**config.mk**
```make
export PLATFORM = sky130hd
export DESIGN_NAME = cpu
export DESIGN_NICKNAME = d
export VERILOG_FILES = /design/src/hw/cpu_pkg.sv /design/src/hw/cpu_if.sv /design/src/hw/cpu.sv /design/src/hw/memory_writeback.sv /design/src/hw/execute_stage.sv /design/src/hw/decode_stage.sv /design/src/hw/fetch_stage.sv /design/src/hw/pipeline_control.sv
export VERILOG_INCLUDE_DIRS = /design/src /design/src/hw
export SDC_FILE = /design/constraint.sdc
export NUM_CORES = 1
export LEC_CHECK = 0
export BUFFER_PORTS_ARGS = -buffer_cell sky130_fd_sc_hd__buf_2
export CORE_UTILIZATION = 30
export CTS_CLUSTER_SIZE = 28
export DETAILED_ROUTE_END_ITERATION = 8
export SLEW_MARGIN = 20
export SYNTH_ARGS = -nofsm -noshare
export SYNTH_HDL_FRONTEND = slang
export SYNTH_SLANG_ARGS = --single-unit
```
**constraint.sdc**
```tcl
create_clock -name clk -period 10.8 [get_ports clk]
set_input_delay 1.08 -clock clk [delete_from_list [all_inputs] [get_ports clk]]
set_output_delay 1.08 -clock clk [all_outputs]
set_load 0.05 [all_outputs]
```
**src/hw/cpu_cfg.svh**
```systemverilog
`ifndef CPU_CFG_SVH
`define CPU_CFG_SVH

// Data and address width
`define WORD_SIZE 16

`define REG_COUNT 4

// First fetch address after reset
`define RESET_PC 16'h0000

// Unused opcode 11, decodes to an instruction with no effect
`define NOP_INST 16'hb000

`endif
```
**src/hw/cpu_pkg.sv**
```systemverilog
`include "cpu_cfg.svh"

package cpu_pkg;

    typedef logic [`WORD_SIZE-1:0] word_t;
    typedef logic [$clog2(`REG_COUNT)-1:0] reg_addr_t;
    typedef logic [7:0] imm_t;

    typedef enum logic [3:0] {
        OP_BNE   = 4'd0,
        OP_BEQ   = 4'd1,
        OP_ADI   = 4'd4,
        OP_LHI   = 4'd6,
        OP_LWD   = 4'd7,
        OP_SWD   = 4'd8,
        OP_RTYPE = 4'd15
    } opcode_t;

    typedef enum logic [5:0] {
        FN_ADD = 6'd0,
        FN_SUB = 6'd1,
        FN_AND = 6'd2,
        FN_ORR = 6'd3,
        FN_NOT = 6'd4,
        FN_SHL = 6'd6,
        FN_SHR = 6'd7,
        FN_WWD = 6'd28,
        FN_HLT = 6'd29
    } funct_t;

    typedef enum logic [2:0] {
        ALU_ADD,
        ALU_SUB,
        ALU_AND,
        ALU_OR,
        ALU_NOT,
        ALU_SHL,
        ALU_SHR,
        ALU_PASS_B
    } alu_op_t;

    // Operand source in execute
    typedef enum logic [1:0] {
        FWD_REG,
        FWD_MEM,
        FWD_WB
    } fwd_sel_t;

endpackage

```
**src/hw/cpu_if.sv**
```systemverilog
`timescale 1ns/100ps

////////////////////////////////////////////////////////////////////////////
// Hazard and forwarding traffic between the stages and pipeline control
////////////////////////////////////////////////////////////////////////////

interface hazard_if import cpu_pkg::*; ();
    reg_addr_t id_rs;
    reg_addr_t id_rt;
    logic      id_uses_rs;
    logic      id_uses_rt;
    logic      id_is_halt;
    reg_addr_t ex_dest;
    logic      ex_reg_write;
    logic      ex_is_load;
    logic      branch_taken;
    reg_addr_t mem_dest;
    logic      mem_reg_write;
    reg_addr_t wb_dest;
    logic      wb_reg_write;
    logic      stall;
    logic      flush;
    logic      freeze;
    fwd_sel_t  fwd_a;
    fwd_sel_t  fwd_b;

    modport control (
        input  id_rs, id_rt, id_uses_rs, id_uses_rt, id_is_halt,
        input  ex_dest, ex_reg_write, ex_is_load, branch_taken,
        input  mem_dest, mem_reg_write, wb_dest, wb_reg_write,
        output stall, flush, freeze, fwd_a, fwd_b
    );
    modport fetch (input stall, flush, freeze);
    modport decode (
        output id_rs, id_rt, id_uses_rs, id_uses_rt, id_is_halt,
        input  stall, flush
    );
    modport execute (
        output ex_dest, ex_reg_write, ex_is_load, branch_taken,
        input  fwd_a, fwd_b
    );
    modport writeback (output mem_dest, mem_reg_write, wb_dest, wb_reg_write);
endinterface

// ID/EX register
interface decoded_if import cpu_pkg::*; ();
    opcode_t   op;
    alu_op_t   alu_op;
    word_t     rs_val;
    word_t     rt_val;
    word_t     imm;
    reg_addr_t dest;
    logic      reg_write;
    logic      mem_read;
    logic      mem_write;
    logic      is_branch;
    logic      branch_eq;
    logic      wwd;
    logic      halt;
    word_t     pc_plus1;

    modport source (
        output op, alu_op, rs_val, rt_val, imm, dest, reg_write, mem_read,
        output mem_write, is_branch, branch_eq, wwd, halt, pc_plus1
    );
    modport sink (
        input  op, alu_op, rs_val, rt_val, imm, dest, reg_write, mem_read,
        input  mem_write, is_branch, branch_eq, wwd, halt, pc_plus1
    );
endinterface

// EX/MEM register
interface exec_if import cpu_pkg::*; ();
    word_t     result;
    word_t     store_data;
    reg_addr_t dest;
    logic      reg_write;
    logic      mem_read;
    logic      mem_write;
    logic      wwd;
    logic      halt;

    modport source (
        output result, store_data, dest, reg_write, mem_read, mem_write, wwd, halt
    );
    modport sink (
        input  result, store_data, dest, reg_write, mem_read, mem_write, wwd, halt
    );
endinterface

```
**src/hw/cpu.sv**
```systemverilog
`timescale 1ns/100ps

module cpu import cpu_pkg::*; (
    input  logic  clk,
    input  logic  reset_n,
    output logic  inst_read,
    output word_t inst_addr,
    input  word_t inst_data,
    output logic  data_read,
    output logic  data_write,
    output word_t data_addr,
    output word_t data_wdata,
    input  word_t data_rdata,
    output word_t output_port,
    output logic  output_valid,
    output logic  is_halted
);

    word_t     if_inst;
    word_t     if_pc_plus1;
    word_t     branch_target;
    word_t     mem_result;
    logic      wb_write;
    reg_addr_t wb_dest;
    word_t     wb_data;

    hazard_if  haz ();
    decoded_if dec ();
    exec_if    exe ();

    pipeline_control i_control (
        .clk     (clk),
        .reset_n (reset_n),
        .haz     (haz)
    );

    fetch_stage i_fetch (
        .clk           (clk),
        .reset_n       (reset_n),
        .haz           (haz),
        .inst_read     (inst_read),
        .inst_addr     (inst_addr),
        .inst_data     (inst_data),
        .branch_target (branch_target),
        .if_inst       (if_inst),
        .if_pc_plus1   (if_pc_plus1)
    );

    decode_stage i_decode (
        .clk         (clk),
        .reset_n     (reset_n),
        .if_inst     (if_inst),
        .if_pc_plus1 (if_pc_plus1),
        .wb_write    (wb_write),
        .wb_dest     (wb_dest),
        .wb_data     (wb_data),
        .haz         (haz),
        .dec         (dec)
    );

    execute_stage i_execute (
        .clk           (clk),
        .reset_n       (reset_n),
        .dec           (dec),
        .haz           (haz),
        .mem_result    (mem_result),
        .wb_data       (wb_data),
        .branch_target (branch_target),
        .exe           (exe)
    );

    memory_writeback i_mem_wb (
        .clk          (clk),
        .reset_n      (reset_n),
        .exe          (exe),
        .haz          (haz),
        .data_read    (data_read),
        .data_write   (data_write),
        .data_addr    (data_addr),
        .data_wdata   (data_wdata),
        .data_rdata   (data_rdata),
        .mem_result   (mem_result),
        .wb_write     (wb_write),
        .wb_dest      (wb_dest),
        .wb_data      (wb_data),
        .output_port  (output_port),
        .output_valid (output_valid),
        .is_halted    (is_halted)
    );

endmodule

```
**src/hw/memory_writeback.sv**
```systemverilog
`timescale 1ns/100ps

module memory_writeback import cpu_pkg::*; (
    input  logic       clk,
    input  logic       reset_n,
    exec_if.sink       exe,
    hazard_if.writeback haz,
    output logic       data_read,
    output logic       data_write,
    output word_t      data_addr,
    output word_t      data_wdata,
    input  word_t      data_rdata,
    output word_t      mem_result,
    output logic       wb_write,
    output reg_addr_t  wb_dest,
    output word_t      wb_data,
    output word_t      output_port,
    output logic       output_valid,
    output logic       is_halted
);

    // Same-cycle memory response
    assign data_read  = exe.mem_read;
    assign data_write = exe.mem_write;
    assign data_addr  = exe.result;
    assign data_wdata = exe.store_data;
    assign mem_result = exe.result;

    assign haz.mem_dest      = exe.dest;
    assign haz.mem_reg_write = exe.reg_write;
    assign haz.wb_dest       = wb_dest;
    assign haz.wb_reg_write  = wb_write;

    // MEM/WB
    always_ff @(posedge clk) begin
        if (reset_n) begin
            wb_write     <= 1'b0;
            output_valid <= 1'b0;
            is_halted    <= 1'b0;
        end else begin
            wb_write     <= exe.reg_write;
            output_valid <= exe.wwd;
            if (exe.halt) begin
                is_halted <= 1'b1;
            end
        end
    end

    always_ff @(posedge clk) begin
        wb_dest <= exe.dest;
        wb_data <= exe.mem_read ? data_rdata : exe.result;
        if (exe.wwd) begin
            output_port <= exe.result;
        end
    end

endmodule

```
**src/hw/execute_stage.sv**
```systemverilog
`timescale 1ns/100ps

module execute_stage import cpu_pkg::*; (
    input  logic     clk,
    input  logic     reset_n,
    decoded_if.sink  dec,
    hazard_if.execute haz,
    input  word_t    mem_result,
    input  word_t    wb_data,
    output word_t    branch_target,
    exec_if.source   exe
);

    word_t a;
    word_t b_reg;
    word_t b;
    word_t alu_out;

    function automatic word_t fwd_mux(input fwd_sel_t sel, input word_t reg_val,
                                      input word_t mem_val, input word_t wb_val);
        case (sel)
            FWD_MEM: return mem_val;
            FWD_WB:  return wb_val;
            default: return reg_val;
        endcase
    endfunction

    assign a     = fwd_mux(haz.fwd_a, dec.rs_val, mem_result, wb_data);
    assign b_reg = fwd_mux(haz.fwd_b, dec.rt_val, mem_result, wb_data);
    // Immediate forms take the extended immediate as operand b
    assign b     = (dec.op == OP_RTYPE) ? b_reg : dec.imm;

    always_comb begin
        case (dec.alu_op)
            ALU_ADD: alu_out = a + b;
            ALU_SUB: alu_out = a - b;
            ALU_AND: alu_out = a & b;
            ALU_OR:  alu_out = a | b;
            ALU_NOT: alu_out = ~a;
            ALU_SHL: alu_out = a << 1;
            // Arithmetic shift, sign bit kept
            ALU_SHR: alu_out = word_t'($signed(a) >>> 1);
            default: alu_out = b;
        endcase
    end

    assign haz.branch_taken = dec.is_branch && ((a == b_reg) == dec.branch_eq);
    assign branch_target    = dec.pc_plus1 + dec.imm;

    assign haz.ex_dest      = dec.dest;
    assign haz.ex_reg_write = dec.reg_write;
    assign haz.ex_is_load   = dec.mem_read;

    // EX/MEM
    always_ff @(posedge clk) begin
        if (reset_n) begin
            exe.reg_write <= 1'b0;
            exe.mem_read  <= 1'b0;
            exe.mem_write <= 1'b0;
            exe.wwd       <= 1'b0;
            exe.halt      <= 1'b0;
        end else begin
            exe.reg_write <= dec.reg_write;
            exe.mem_read  <= dec.mem_read;
            exe.mem_write <= dec.mem_write;
            exe.wwd       <= dec.wwd;
            exe.halt      <= dec.halt;
        end
    end

    always_ff @(posedge clk) begin
        // WWD carries rs to the output port
        exe.result     <= dec.wwd ? a : alu_out;
        exe.store_data <= b_reg;
        exe.dest       <= dec.dest;
    end

endmodule

```
**src/hw/decode_stage.sv**
```systemverilog
`timescale 1ns/100ps
`include "cpu_cfg.svh"

module decode_stage import cpu_pkg::*; (
    input  logic      clk,
    input  logic      reset_n,
    input  word_t     if_inst,
    input  word_t     if_pc_plus1,
    input  logic      wb_write,
    input  reg_addr_t wb_dest,
    input  word_t     wb_data,
    hazard_if.decode  haz,
    decoded_if.source dec
);

    word_t     regs [`REG_COUNT];
    opcode_t   opcode;
    funct_t    funct;
    reg_addr_t rs;
    reg_addr_t rt;
    reg_addr_t rd;
    imm_t      imm;
    word_t     imm_ext;
    word_t     rs_val;
    word_t     rt_val;
    alu_op_t   alu_op;
    reg_addr_t dest;
    logic      reg_write;
    logic      mem_read;
    logic      mem_write;
    logic      is_branch;
    logic      branch_eq;
    logic      wwd;
    logic      halt;
    logic      uses_rs;
    logic      uses_rt;
    logic      bubble;

    assign opcode = opcode_t'(if_inst[15:12]);
    assign rs     = if_inst[11:10];
    assign rt     = if_inst[9:8];
    assign rd     = if_inst[7:6];
    assign funct  = funct_t'(if_inst[5:0]);
    assign imm    = if_inst[7:0];

    ////////////////////////////////////////////////////////////////////////////
    // Control decode
    ////////////////////////////////////////////////////////////////////////////

    always_comb begin
        alu_op    = ALU_ADD;
        dest      = rt;
        reg_write = 1'b0;
        mem_read  = 1'b0;
        mem_write = 1'b0;
        is_branch = 1'b0;
        branch_eq = 1'b0;
        wwd       = 1'b0;
        halt      = 1'b0;
        uses_rs   = 1'b0;
        uses_rt   = 1'b0;
        imm_ext   = {{(`WORD_SIZE-8){imm[7]}}, imm};
        case (opcode)
            OP_RTYPE: begin
                dest = rd;
                case (funct)
                    FN_ADD, FN_SUB, FN_AND, FN_ORR: begin
                        reg_write = 1'b1;
                        uses_rs   = 1'b1;
                        uses_rt   = 1'b1;
                    end
                    FN_NOT, FN_SHL, FN_SHR: begin
                        reg_write = 1'b1;
                        uses_rs   = 1'b1;
                    end
                    FN_WWD: begin
                        wwd     = 1'b1;
                        uses_rs = 1'b1;
                    end
                    FN_HLT: halt = 1'b1;
                    default: ;
                endcase
                case (funct)
                    FN_SUB: alu_op = ALU_SUB;
                    FN_AND: alu_op = ALU_AND;
                    FN_ORR: alu_op = ALU_OR;
                    FN_NOT: alu_op = ALU_NOT;
                    FN_SHL: alu_op = ALU_SHL;
                    FN_SHR: alu_op = ALU_SHR;
                    default: alu_op = ALU_ADD;
                endcase
            end
            OP_ADI: begin
                reg_write = 1'b1;
                uses_rs   = 1'b1;
            end
            OP_LHI: begin
                alu_op    = ALU_PASS_B;
                reg_write = 1'b1;
                imm_ext   = {imm, 8'h00};
            end
            OP_LWD: begin
                reg_write = 1'b1;
                mem_read  = 1'b1;
                uses_rs   = 1'b1;
            end
            OP_SWD: begin
                mem_write = 1'b1;
                uses_rs   = 1'b1;
                uses_rt   = 1'b1;
            end
            OP_BEQ, OP_BNE: begin
                is_branch = 1'b1;
                branch_eq = opcode == OP_BEQ;
                uses_rs   = 1'b1;
                uses_rt   = 1'b1;
            end
            default: ;
        endcase
    end

    assign haz.id_rs      = rs;
    assign haz.id_rt      = rt;
    assign haz.id_uses_rs = uses_rs;
    assign haz.id_uses_rt = uses_rt;
    assign haz.id_is_halt = halt;

    // Register file, writeback value visible in the same cycle
    always_ff @(posedge clk) begin
        if (wb_write) begin
            regs[wb_dest] <= wb_data;
        end
    end

    assign rs_val = (wb_write && wb_dest == rs) ? wb_data : regs[rs];
    assign rt_val = (wb_write && wb_dest == rt) ? wb_data : regs[rt];

    ////////////////////////////////////////////////////////////////////////////
    // ID/EX
    ////////////////////////////////////////////////////////////////////////////

    assign bubble = haz.stall || haz.flush;

    always_ff @(posedge clk) begin
        if (reset_n) begin
            dec.reg_write <= 1'b0;
            dec.mem_read  <= 1'b0;
            dec.mem_write <= 1'b0;
            dec.is_branch <= 1'b0;
            dec.wwd       <= 1'b0;
            dec.halt      <= 1'b0;
        end else begin
            dec.reg_write <= reg_write && !bubble;
            dec.mem_read  <= mem_read && !bubble;
            dec.mem_write <= mem_write && !bubble;
            dec.is_branch <= is_branch && !bubble;
            dec.wwd       <= wwd && !bubble;
            dec.halt      <= halt && !bubble;
        end
    end

    always_ff @(posedge clk) begin
        dec.op        <= opcode;
        dec.alu_op    <= alu_op;
        dec.rs_val    <= rs_val;
        dec.rt_val    <= rt_val;
        dec.imm       <= imm_ext;
        dec.dest      <= dest;
        dec.branch_eq <= branch_eq;
        dec.pc_plus1  <= if_pc_plus1;
    end

endmodule

```
**src/hw/fetch_stage.sv**
```systemverilog
`timescale 1ns/100ps
`include "cpu_cfg.svh"

module fetch_stage import cpu_pkg::*; (
    input  logic  clk,
    input  logic  reset_n,
    hazard_if.fetch haz,
    output logic  inst_read,
    output word_t inst_addr,
    input  word_t inst_data,
    input  word_t branch_target,
    output word_t if_inst,
    output word_t if_pc_plus1
);

    word_t pc;
    word_t pc_plus1;
    logic  run_q;

    assign pc_plus1  = pc + 1'b1;
    assign inst_addr = pc;
    // Idle for one cycle after reset
    assign inst_read = run_q && !haz.freeze;

    always_ff @(posedge clk) begin
        if (reset_n) begin
            pc      <= `RESET_PC;
            run_q   <= 1'b0;
            if_inst <= `NOP_INST;
        end else begin
            run_q <= 1'b1;
            if (haz.flush) begin
                pc      <= branch_target;
                if_inst <= `NOP_INST;
            end else if (haz.freeze) begin
                if_inst <= `NOP_INST;
            end else if (run_q && !haz.stall) begin
                pc      <= pc_plus1;
                if_inst <= inst_data;
            end
        end
    end

    always_ff @(posedge clk) begin
        if (!haz.stall) begin
            if_pc_plus1 <= pc_plus1;
        end
    end

endmodule

```
**src/hw/pipeline_control.sv**
```systemverilog
`timescale 1ns/100ps

module pipeline_control import cpu_pkg::*; (
    input  logic clk,
    input  logic reset_n,
    hazard_if.control haz
);

    // Sources of the instruction now in execute
    reg_addr_t ex_rs_q;
    reg_addr_t ex_rt_q;
    logic      ex_uses_rs_q;
    logic      ex_uses_rt_q;
    logic      freeze_q;
    logic      rs_hit;
    logic      rt_hit;

    function automatic fwd_sel_t pick_src(
        input logic      uses,
        input reg_addr_t src,
        input logic      mem_wr,
        input reg_addr_t mem_dst,
        input logic      wb_wr,
        input reg_addr_t wb_dst
    );
        // Memory stage holds the younger value
        if (uses && mem_wr && mem_dst == src) begin
            return FWD_MEM;
        end
        if (uses && wb_wr && wb_dst == src) begin
            return FWD_WB;
        end
        return FWD_REG;
    endfunction

    assign rs_hit = haz.id_uses_rs && haz.id_rs == haz.ex_dest;
    assign rt_hit = haz.id_uses_rt && haz.id_rt == haz.ex_dest;

    // Load-use, one bubble
    assign haz.stall  = haz.ex_is_load && haz.ex_reg_write && (rs_hit || rt_hit);
    assign haz.flush  = haz.branch_taken;
    assign haz.freeze = freeze_q || (haz.id_is_halt && !haz.flush);

    assign haz.fwd_a = pick_src(ex_uses_rs_q, ex_rs_q, haz.mem_reg_write, haz.mem_dest,
                                haz.wb_reg_write, haz.wb_dest);
    assign haz.fwd_b = pick_src(ex_uses_rt_q, ex_rt_q, haz.mem_reg_write, haz.mem_dest,
                                haz.wb_reg_write, haz.wb_dest);

    always_ff @(posedge clk) begin
        if (reset_n) begin
            ex_rs_q      <= '0;
            ex_rt_q      <= '0;
            ex_uses_rs_q <= 1'b0;
            ex_uses_rt_q <= 1'b0;
            freeze_q     <= 1'b0;
        end else begin
            ex_rs_q      <= haz.id_rs;
            ex_rt_q      <= haz.id_rt;
            // Bubble in ID/EX reads nothing
            ex_uses_rs_q <= haz.id_uses_rs && !haz.stall && !haz.flush;
            ex_uses_rt_q <= haz.id_uses_rt && !haz.stall && !haz.flush;
            freeze_q     <= haz.freeze;
        end
    end

endmodule

```
==> results of run 1 <==
-- stage by stage --
step / power (mW) / worst slack (ps)
after floorplan: 1.62 / 6220
after global placement: 1.82 / 5470
after detailed placement: 1.82 / 5340
after CTS: 2.78 / 4750
after global routing: 2.88 / 4500
final: 2.76 / 4730
-- cell usage after synthesis (all sizes together) (5+ instances only) --
cell type,instances
dfxtp,152
nand2,117
edfxtp,96
mux2,57
o21ai,57
xnor2,57
mux2i,51
inv,47
nor2,47
a21oi,46
clkbuf,41
xor2,39
ha,37
mux4,34
nand3,34
nor3,26
and3,22
nor2b,20
a31oi,19
buf,19
nand4,15
o31ai,14
or3,12
nor4,11
o22ai,9
a21o,7
maj3,7
a211oi,6
and2,6
nand2b,6
o21a,6
a22oi,5
nor4b,5
o221ai,5
-- placed cells by master (no fill, tap or decap), types with 35 or more instances in the layout --
| cell type | Yosys | routed |
|---|---|---|
| mux2_2 | 56 | 56 |
| xnor2_1 | 57 | 57 |
| nor2_1 | 47 | 46 |
| mux2i_1 | 44 | 43 |
| nand2_1 | 117 | 117 |
| o21ai_0 | 53 | 52 |
| edfxtp_1 | 96 | 96 |
| inv_1 | 44 | 44 |
| ha_1 | 37 | 37 |
| dfxtp_1 | 152 | 152 |
| xor2_1 | 35 | 35 |
| a21oi_1 | 46 | 46 |
| buf_2 | 3 | 102 |
-- metal layers --
metal  vias to the layer above  track usage  part of all wire
li1                       4560            -                 -
met1                      4587        0.215              0.44
met2                       340        0.264              0.46
met3                        63       0.0343             0.068
met4                         0       0.0574             0.029
met5                         -            0                 0
-- registers in the layout, indices dropped and copies added (netlist names), 3 cells and up, named ones only --
name,flops
i_decode.dec.alu_op,3
i_decode.dec.imm,16
i_decode.dec.op,4
i_decode.dec.pc_plus1,16
i_decode.regs,64
i_execute.exe.result,16
i_execute.exe.store_data,16
i_fetch.if_inst,16
i_fetch.if_pc_plus1,16
i_fetch.inst_addr,16
i_mem_wb.output_port,16
i_mem_wb.wb_data,16
-- final timing paths --
path	startpoint	end	slack [ps]
worst min-delay path	i_fetch.if_pc_plus1[0]$_DFFE_PN_	i_decode.dec.pc_plus1[0]$_DFF_P_	330
worst min register to register	i_fetch.if_pc_plus1[0]$_DFFE_PN_	i_decode.dec.pc_plus1[0]$_DFF_P_	330
worst max-delay path	i_control.ex_rt_q[0]$_SDFF_PP0_	inst_read	4730
worst max register to register	i_control.ex_rt_q[0]$_SDFF_PP0_	i_execute.exe.result[14]$_DFF_P_	5170
-- logic make-up (layout without fill, tap and decap cells) --
logic type	after synthesis	after routing	synth area share
muxes	142	142	0.153
and+or+nand+nor	331	331	0.128
DFF	248	248	0.458
adders and majority gates	46	46	0.0443
other	0	1	0
xor gates and xnor gates	96	96	0.0672
AOI/OAI and AO/OA	219	219	0.113
buffers and inverters	107	215	0.0369
-- worst register-to-register path, cell delays in order, from the launching register on --
cell and delay [ps]:
dfxtp_1 430, xor2_1 560, or3_1 870, a31oi_2 330, mux2i_1 380, ha_1 270, nor2_1 70, xor2_1 170
ha_1 370, a21o_1 200, a21oi_1 230, o21ai_0 180, a31o_2 310, a311o_1 390, a41oi_1 260, xor2_1 180
o221ai_1 130, a22o_1 200
-- power by group --
group,internal (mW),switching [mW]
clock,0.562,0.390
sequential,1.09,0.168
combinational,0.213,0.336
total,1.87,0.893
-- area by class of cell --
cell class | instances | area [um^2]
diodes | 1 | 2.50
clock buffers | 41 | 833
clock inverters | 12 | 98.8
fillers | 4236 | 27300
inverters | 47 | 176
multi-input cells | 834 | 6600
flip-flops and latches | 248 | 5930
well taps | 539 | 674
repair buffers | 115 | 608
==> out/qor.log, run 1 <==
INFO  status         outcome=finished clean
INFO  logic_synthesis post_synth_main_area_contributors=dfxtp_1 23%, edfxtp_1 22%, mux4_2 5.9%
INFO  setup_path     startpoint_type=register
INFO  logic_synthesis synth_top_flop_cell=dfxtp_1
INFO  floorplan      die-area=44,000um^2
INFO  logic_synthesis ys_warn_count=0
INFO  floorplan      die_height=210um
INFO  placement      postPlaceCellArea=14,000um^2
INFO  logic_synthesis synthDistinctLibCells=78
INFO  logic_synthesis synth_seq_area_share=0.458
INFO  clock_network  tritoncts=built
INFO  timing         max_slew.worst_pin.slew=1020ps
INFO  placement      globalplace.congestion=0.913
INFO  clock_network  insertion_delay=560ps
INFO  logic_synthesis synth_top_area_frac=0.235
INFO  floorplan      start_util=0.307
INFO  drt            routedWlPerCell=19.6um
INFO  min_path       timing.hold.worst_path_depth=0
INFO  layout         syn_to_final_growth=15.2%
INFO  global_routing grt_usage=0.163
INFO  timing         timing_max_transition_violations_final=0
INFO  logic_synthesis synth-edff-count=96
INFO  logic_synthesis synth_fp_nets=1,262
INFO  logic_synthesis synth_async_sr_flop_share=0
INFO  setup_path     critPathMaxFanout=30
INFO  setup_path     timing.critical_path.required=9720ps
INFO  power_and_ir_drop power_density=185nW/um^2
INFO  floorplan      placementRows=75
INFO  min_path       worst_hold_path_type=register to register
INFO  placement      place_inst=1,783
INFO  setup_path     cp-end-kind=output pin
INFO  clock_network  clock_buffer_count_from_cts=29
INFO  drt            route.detailed.vias_per_inst=5.20
INFO  placement      detailed_place_hpwl=26,600um
INFO  clock_network  cts_htree_levels=1
INFO  setup_path     criticalPathCategory=register to output pin
INFO  layout         utilization=0.353
INFO  timing         period_needed=6070ps
INFO  clock_network  cts_buffer_depth=3
INFO  job            cap_violations=0
INFO  global_routing grt_pass1_wl=55,500um
INFO  drt            drt_iter0_drc=764
INFO  clock_network  root_buffer=clkbuf_16
INFO  drt            num_vias=9,550
INFO  layout         finalInstanceArea=14,900um^2
INFO  logic_synthesis avgSynthCellArea=10.9um^2
INFO  clock_network  post_cts_setup_repair_bufs=0
INFO  timing         fin_hold_ws=333ps
INFO  clock_network  cts_hold_buffers=0
INFO  placement      buffer_ports.inserted=102
INFO  power_and_ir_drop irDropWorstVdd=0.121mV
INFO  timing         final_setup_violations=0
INFO  layout         layout_cell_share_with_drive_strength_beyond_1=0.221
INFO  setup_path     critical_path_cell_count=10
INFO  global_routing first_global_vias=9,419
INFO  drt            post-route-drc-count=0
INFO  floorplan      num_io_pins=103
INFO  setup_path     buffers_inverters_on_critical_path=2
INFO  setup_path     slowest_stage=or3_1
INFO  setup_path     worst_ep_arrival_time=4990ps
INFO  timing         maximum_clock_frequency=0.165GHz
INFO  setup_path     crit_path_cell_trace=xor2_1 > or3_1 > mux2i_1 > xnor2_1 > nand4_1 > nor4_4 > mux2i_4 > buf_4 > a21oi_1 > buf_2
INFO  layout         finalNetCount=1,348
INFO  timing         clock-skew-final=20.0ps
INFO  drt            dr.pass1.iters=5
INFO  clock_network  clock_pin_slew_on_the_worst_setup_and_hold_paths=60ps
INFO  drt            wirelength=35,900um
INFO  global_routing grt_start_max_net_pins=35
INFO  clock_network  cts_sinks=248
INFO  timing         grt_setup_unrepaired=false
INFO  power_and_ir_drop leakage=5.86nW
INFO  setup_path     cp_slowest_stage_delay=860ps
INFO  logic_synthesis post_synth_inst_count=1,189
INFO  drt            detail-route-antenna-nets=0
INFO  floorplan      chip_width=210um
INFO  global_routing antenna_violations_before_repair=0
INFO  timing         period_share=0.562
INFO  floorplan      fp.coreArea=42,200um^2
INFO  layout         final-instance-count-excl-fill=1,837
INFO  logic_synthesis netlist.top_cell.by_area=dfxtp_1
INFO  logic_synthesis synth.ff_latch_count=248
INFO  timing         tns=0ps
INFO  timing         relative_slew_margins=0.318
INFO  timing         hold_violations=0
INFO  setup_path     rr_worst_depth=17
INFO  global_routing grt_overflow=0
INFO  setup_path     cpLargestDelayFamily=simple AND/OR/NAND/NOR gates
INFO  logic_synthesis mappedNetlistArea=12,900um^2
INFO  clock_network  post_cts_resized=0
(Power assumes the default switching activity.)
==> run 2, diff against run 1 <==
ABC_AREA = 1   (was unset)
clock period = 6.3 ns   (was 10.8 ns; I/O delays follow)
==> out/qor.log, run 2 <==
INFO  status         outcome=finished clean [unchanged]
INFO  logic_synthesis synth-edff-count=96 [unchanged]
INFO  clock_network  post_cts_resized=0 [unchanged]
INFO  logic_synthesis synth_seq_area_share=0.445 [was 0.458]
INFO  floorplan      fp.coreArea=43,500um^2 [was 42,200 um^2]
INFO  setup_path     worst_ep_arrival_time=5820ps [was 4990 ps]
INFO  layout         layout.cells.most_common=nand2_1 [was dfxtp_1]
INFO  floorplan      num_io_pins=103 [unchanged]
INFO  logic_synthesis synth_top_flop_cell=dfxtp_1 [unchanged]
INFO  power_and_ir_drop total_power=4.75mW [was 2.76 mW]
INFO  timing         timing_max_transition_violations_final=0 [unchanged]
INFO  power_and_ir_drop comb_power_share=0.229 [was 0.199]
INFO  global_routing global_route.usage.met3=0.0252 [was 0.0343]
INFO  clock_network  root_buffer=clkbuf_16 [unchanged]
INFO  global_routing grt.met2_usage=0.276 [was 0.264]
INFO  logic_synthesis netlist_top_cells_count=471 x nand2_1, 197 x inv_1, 163 x nand3_1 [was 152 x dfxtp_1, 117 x nand2_1, 96 x edfxtp_1]
INFO  drt            detail-route-antenna-nets=0 [unchanged]
INFO  setup_path     critPathMaxFanout=42 [was 30]
INFO  setup_path     cp-end-kind=register [was output pin]
INFO  global_routing grt_pass1_wl=60,200um [was 55,500 um]
INFO  floorplan      die_height=213um [was 210 um]
INFO  setup_path     cpMostUsedCell=nand2_1
INFO  timing         relative_slew_margins=0.323 [was 0.318]
INFO  drt            routedWlPerCell=16.1um [was 19.6 um]
INFO  power_and_ir_drop cell_internal_pwr=3.10mW [was 1.87 mW]
INFO  job            cap_violations=0 [unchanged]
INFO  floorplan      start_util=0.306 [was 0.307]
INFO  timing         fin_hold_ws=285ps [was 333 ps]
INFO  floorplan      placementRows=76 [was 75]
INFO  floorplan      chip_width=213um [was 210 um]
INFO  min_path       worst_hold_path_type=input pin to register [was register to register]
INFO  global_routing antenna_violations_before_repair=1 [was 0]
INFO  timing         hold_violations=0 [unchanged]
INFO  timing         setup_ws=873ps [was 4730 ps]
INFO  setup_path     startpoint_type=register [unchanged]
INFO  clock_network  clock_pin_slew_on_the_worst_setup_and_hold_paths=70ps [was 60 ps]
INFO  logic_synthesis synth.most_common_cell=nand2_1 [was dfxtp_1]
INFO  power_and_ir_drop irDropWorstVdd=0.229mV [was 0.121 mV]
INFO  placement      place_inst=2,365 [was 1,783]
INFO  clock_network  cts_buffer_depth=3 [unchanged]
INFO  placement      globalplace.congestion=0.903 [was 0.913]
INFO  setup_path     cpLargestDelayFamily=compound AO/OA/AOI/OAI gates [was simple AND/OR/NAND/NOR gates]
INFO  placement      buffer_ports.inserted=102 [unchanged]
INFO  power_and_ir_drop clockPowerShare=0.319 [was 0.345]
INFO  logic_synthesis avgSynthCellArea=7.72um^2 [was 10.9 um^2]
INFO  power_and_ir_drop power.share.sequential=0.452 [was 0.457]
INFO  setup_path     timing.critical_path.required=6690ps [was 9720 ps]
INFO  power_and_ir_drop swShare=0.347 [was 0.324]
INFO  logic_synthesis post_synth_inst_count=1,726 [was 1,189]
INFO  clock_network  cts_hold_buffers=0 [unchanged]
INFO  timing         clock-skew-final=20.2ps [was 20.0 ps]
INFO  global_routing grt_usage=0.172 [was 0.163]
INFO  setup_path     slowest_stage=dfxtp_1 [was or3_1]
INFO  clock_network  cts_sinks=248 [unchanged]
INFO  layout         layout.area.seq=5930um^2 [unchanged]
INFO  global_routing grt_overflow=0 [unchanged]
INFO  global_routing grt_start_max_net_pins=46 [was 35]
INFO  drt            wirelength=39,000um [was 35,900 um]
INFO  logic_synthesis synth_fp_nets=1,799 [was 1,262]
INFO  layout         multi_input_comb_area=6360um^2 [was 6600 um^2]
INFO  drt            num_vias=11,798 [was 9,550]
INFO  timing         final_setup_violations=0 [unchanged]
INFO  placement      detailed_place_hpwl=29,400um [was 26,600 um]
INFO  setup_path     buffers_inverters_on_critical_path=5 [was 2]
INFO  floorplan      die-area=45,200um^2 [was 44,000 um^2]
INFO  drt            dr.pass1.iters=6 [was 5]
INFO  setup_path     crit_path_cell_trace=inv_2 > o211ai_1 > nand2_1 > nand3_1 > nand3_1 > nand2_1 > nand2_1 > inv_1 > ha_1 > o21ai_0 > fa_1 > nand3_1 > nand2_1 > nand2_1 > o21ai_0 > inv_1 > o21ai_0 > inv_1 > o21ai_0 > inv_1 > o21ai_0 > nand2_1 > nand3_1 > a32oi_1 [was xor2_1 > or3_1 > mux2i_1 > xnor2_1 > nand4_1 > nor4_4 > mux2i_4 > buf_4 > a21oi_1 > buf_2]
INFO  clock_network  cts_htree_levels=1 [unchanged]
INFO  logic_synthesis synth_top_area_frac=0.228 [was 0.235]
INFO  timing         tns=0ps [unchanged]
INFO  layout         layout_cell_share_with_drive_strength_beyond_1=0.127 [was 0.221]
INFO  setup_path     criticalPathCategory=register to register [was register to output pin]
INFO  layout         syn_to_final_growth=14.2% [was 15.2%]
INFO  layout         top_register_by_number_of_flip_flops=i_decode.regs [unchanged]
INFO  clock_network  tritoncts=built [unchanged]
INFO  global_routing grt.met1_usage=0.236 [was 0.215]
INFO  logic_synthesis mappedNetlistArea=13,300um^2 [was 12,900 um^2]
INFO  logic_synthesis synth.ff_latch_count=248 [unchanged]
INFO  timing         period_needed=5430ps
INFO  drt            drt_iter0_drc=1,008 [was 764]
INFO  power_and_ir_drop p_sw=1.65mW [was 0.893 mW]
INFO  clock_network  post_cts_setup_repair_bufs=0 [unchanged]
INFO  drt            route.detailed.vias_per_inst=4.89 [was 5.20]
INFO  logic_synthesis netlist.top_cell.by_area=dfxtp_1 [unchanged]
INFO  layout         finalNetCount=1,881 [was 1,348]
INFO  timing         maximum_clock_frequency=0.184GHz
INFO  global_routing globalRoute.busiestLayer=met2 [unchanged]
INFO  layout         final-instance-count-excl-fill=2,414 [was 1,837]
INFO  clock_network  insertion_delay=550ps [was 560 ps]
INFO  global_routing first_global_vias=11,046 [was 9,419]
INFO  placement      place_ws=1020ps [was 5340 ps]
INFO  layout         filler_cell_count=4,563 [was 4,236]
INFO  logic_synthesis ys_warn_count=0 [unchanged]
INFO  power_and_ir_drop power_density=312nW/um^2 [was 185 nW/um^2]
INFO  power_and_ir_drop leakage=7.10nW [was 5.86 nW]
INFO  timing         period_share=0.861
INFO  logic_synthesis synth_async_sr_flop_share=0 [unchanged]
INFO  drt            post-route-drc-count=0 [unchanged]
INFO  clock_network  clock_buffer_count_from_cts=26 [was 29]
INFO  layout         most-common-layout-cells=471 x nand2_1, 197 x inv_1, 163 x nand3_1, 152 x dfxtp_1, 150 x nor2_1 [was 152 x dfxtp_1, 117 x nand2_1, 102 x buf_2, 96 x edfxtp_1, 57 x xnor2_1]
INFO  logic_synthesis synthDistinctLibCells=55 [was 78]
INFO  timing         max_slew.worst_pin.slew=1020ps [about the same]
INFO  setup_path     cp_slowest_stage_delay=880ps [was 860 ps]
INFO  timing         grt_setup_unrepaired=false [unchanged]
INFO  logic_synthesis post_synth_main_area_contributors=dfxtp_1 23%, edfxtp_1 22%, nand2_1 13% [was dfxtp_1 23%, edfxtp_1 22%, mux4_2 5.9%]
INFO  layout         largest_register_ff_count=64 [unchanged]
==> run 2: changes by cell type after synthesis, moves of 19 or more <==
cell / previous run / this run
and3_1: 22 / 1
nand3_1: 34 / 163
o21ai_0: 53 / 105
mux4_2: 34 / 0
inv_1: 44 / 197
xnor2_1: 57 / 12
mux2i_1: 44 / 0
nor2b_1: 20 / 0
o211ai_1: 4 / 23
mux2_2: 56 / 16
nor2_1: 47 / 151
nand2_1: 117 / 471
==> run 2: per-stage QoR <==
stage / area [um^2] / utilization
floorplan: 13300 / -
global placement: 14400 / 0.331
detailed placement: 14400 / 0.331
CTS: 15200 / 0.350
global route: 15200 / 0.350
finish: 15200 / 0.350
==> run 2: kinds of logic after synthesis <==
group / after synthesis / synth area share
flops: 248 / 0.445
compound gates: 230 / 0.104
xor+xnor: 46 / 0.0303
simple gates: 883 / 0.288
fa+ha+maj: 39 / 0.0378
mux: 16 / 0.0135
buf+inv: 264 / 0.0814
==> run 2: final timing paths <==
kind	startpoint	end	slack, ps	cells after the start
max	register	i_execute.exe.result[12]$_DFF_P_	870	24
min reg2reg	i_fetch.if_pc_plus1[6]$_DFFE_PN_	i_decode.dec.pc_plus1[6]$_DFF_P_	340	0
max reg2reg	register	i_execute.exe.result[12]$_DFF_P_	870	24
min	data_rdata[6]	i_mem_wb.wb_data[6]$_DFF_P_	280	3
==> run 2: layout make-up <==
cell class | instances | share of cell area
flip-flops and latches | 248 | 0.390
clock buffers | 32 | 0.0463
well taps | 585 | 0.0481
repair buffers | 111 | 0.0380
diodes | 1 | 0.000165
inverters | 207 | 0.0511
clock inverters | 16 | 0.00897
multi-input cells | 1214 | 0.418
==> run 2: per-layer routing <==
layer | up-vias | routed length [um]
li1 | 5845 | -
met1 | 5445 | 17800
met3 | 76 | 2690
met2 | 430 | 17200
met4 | 2 | 1130
met5 | - | 92
==> run 2: power groups by stage <==
stage | Sequential (mW) | Clock, mW | Combinational [mW]
finish | 2.15 | 1.51 | 1.09
floorplan | 2.27 | 0 | 0.600
global route | 2.16 | 1.60 | 1.20
global placement | 2.18 | 0 | 1.07
detailed placement | 2.18 | 0 | 1.08
CTS | 2.15 | 1.54 | 1.09
==> run 2: tightest hold or removal path: cells and delay by family <==
family,cells,cell delay [ps]
and+or+nand+nor,1,40
AOI/OAI and AO/OA,1,50
buffers and inverters,1,80
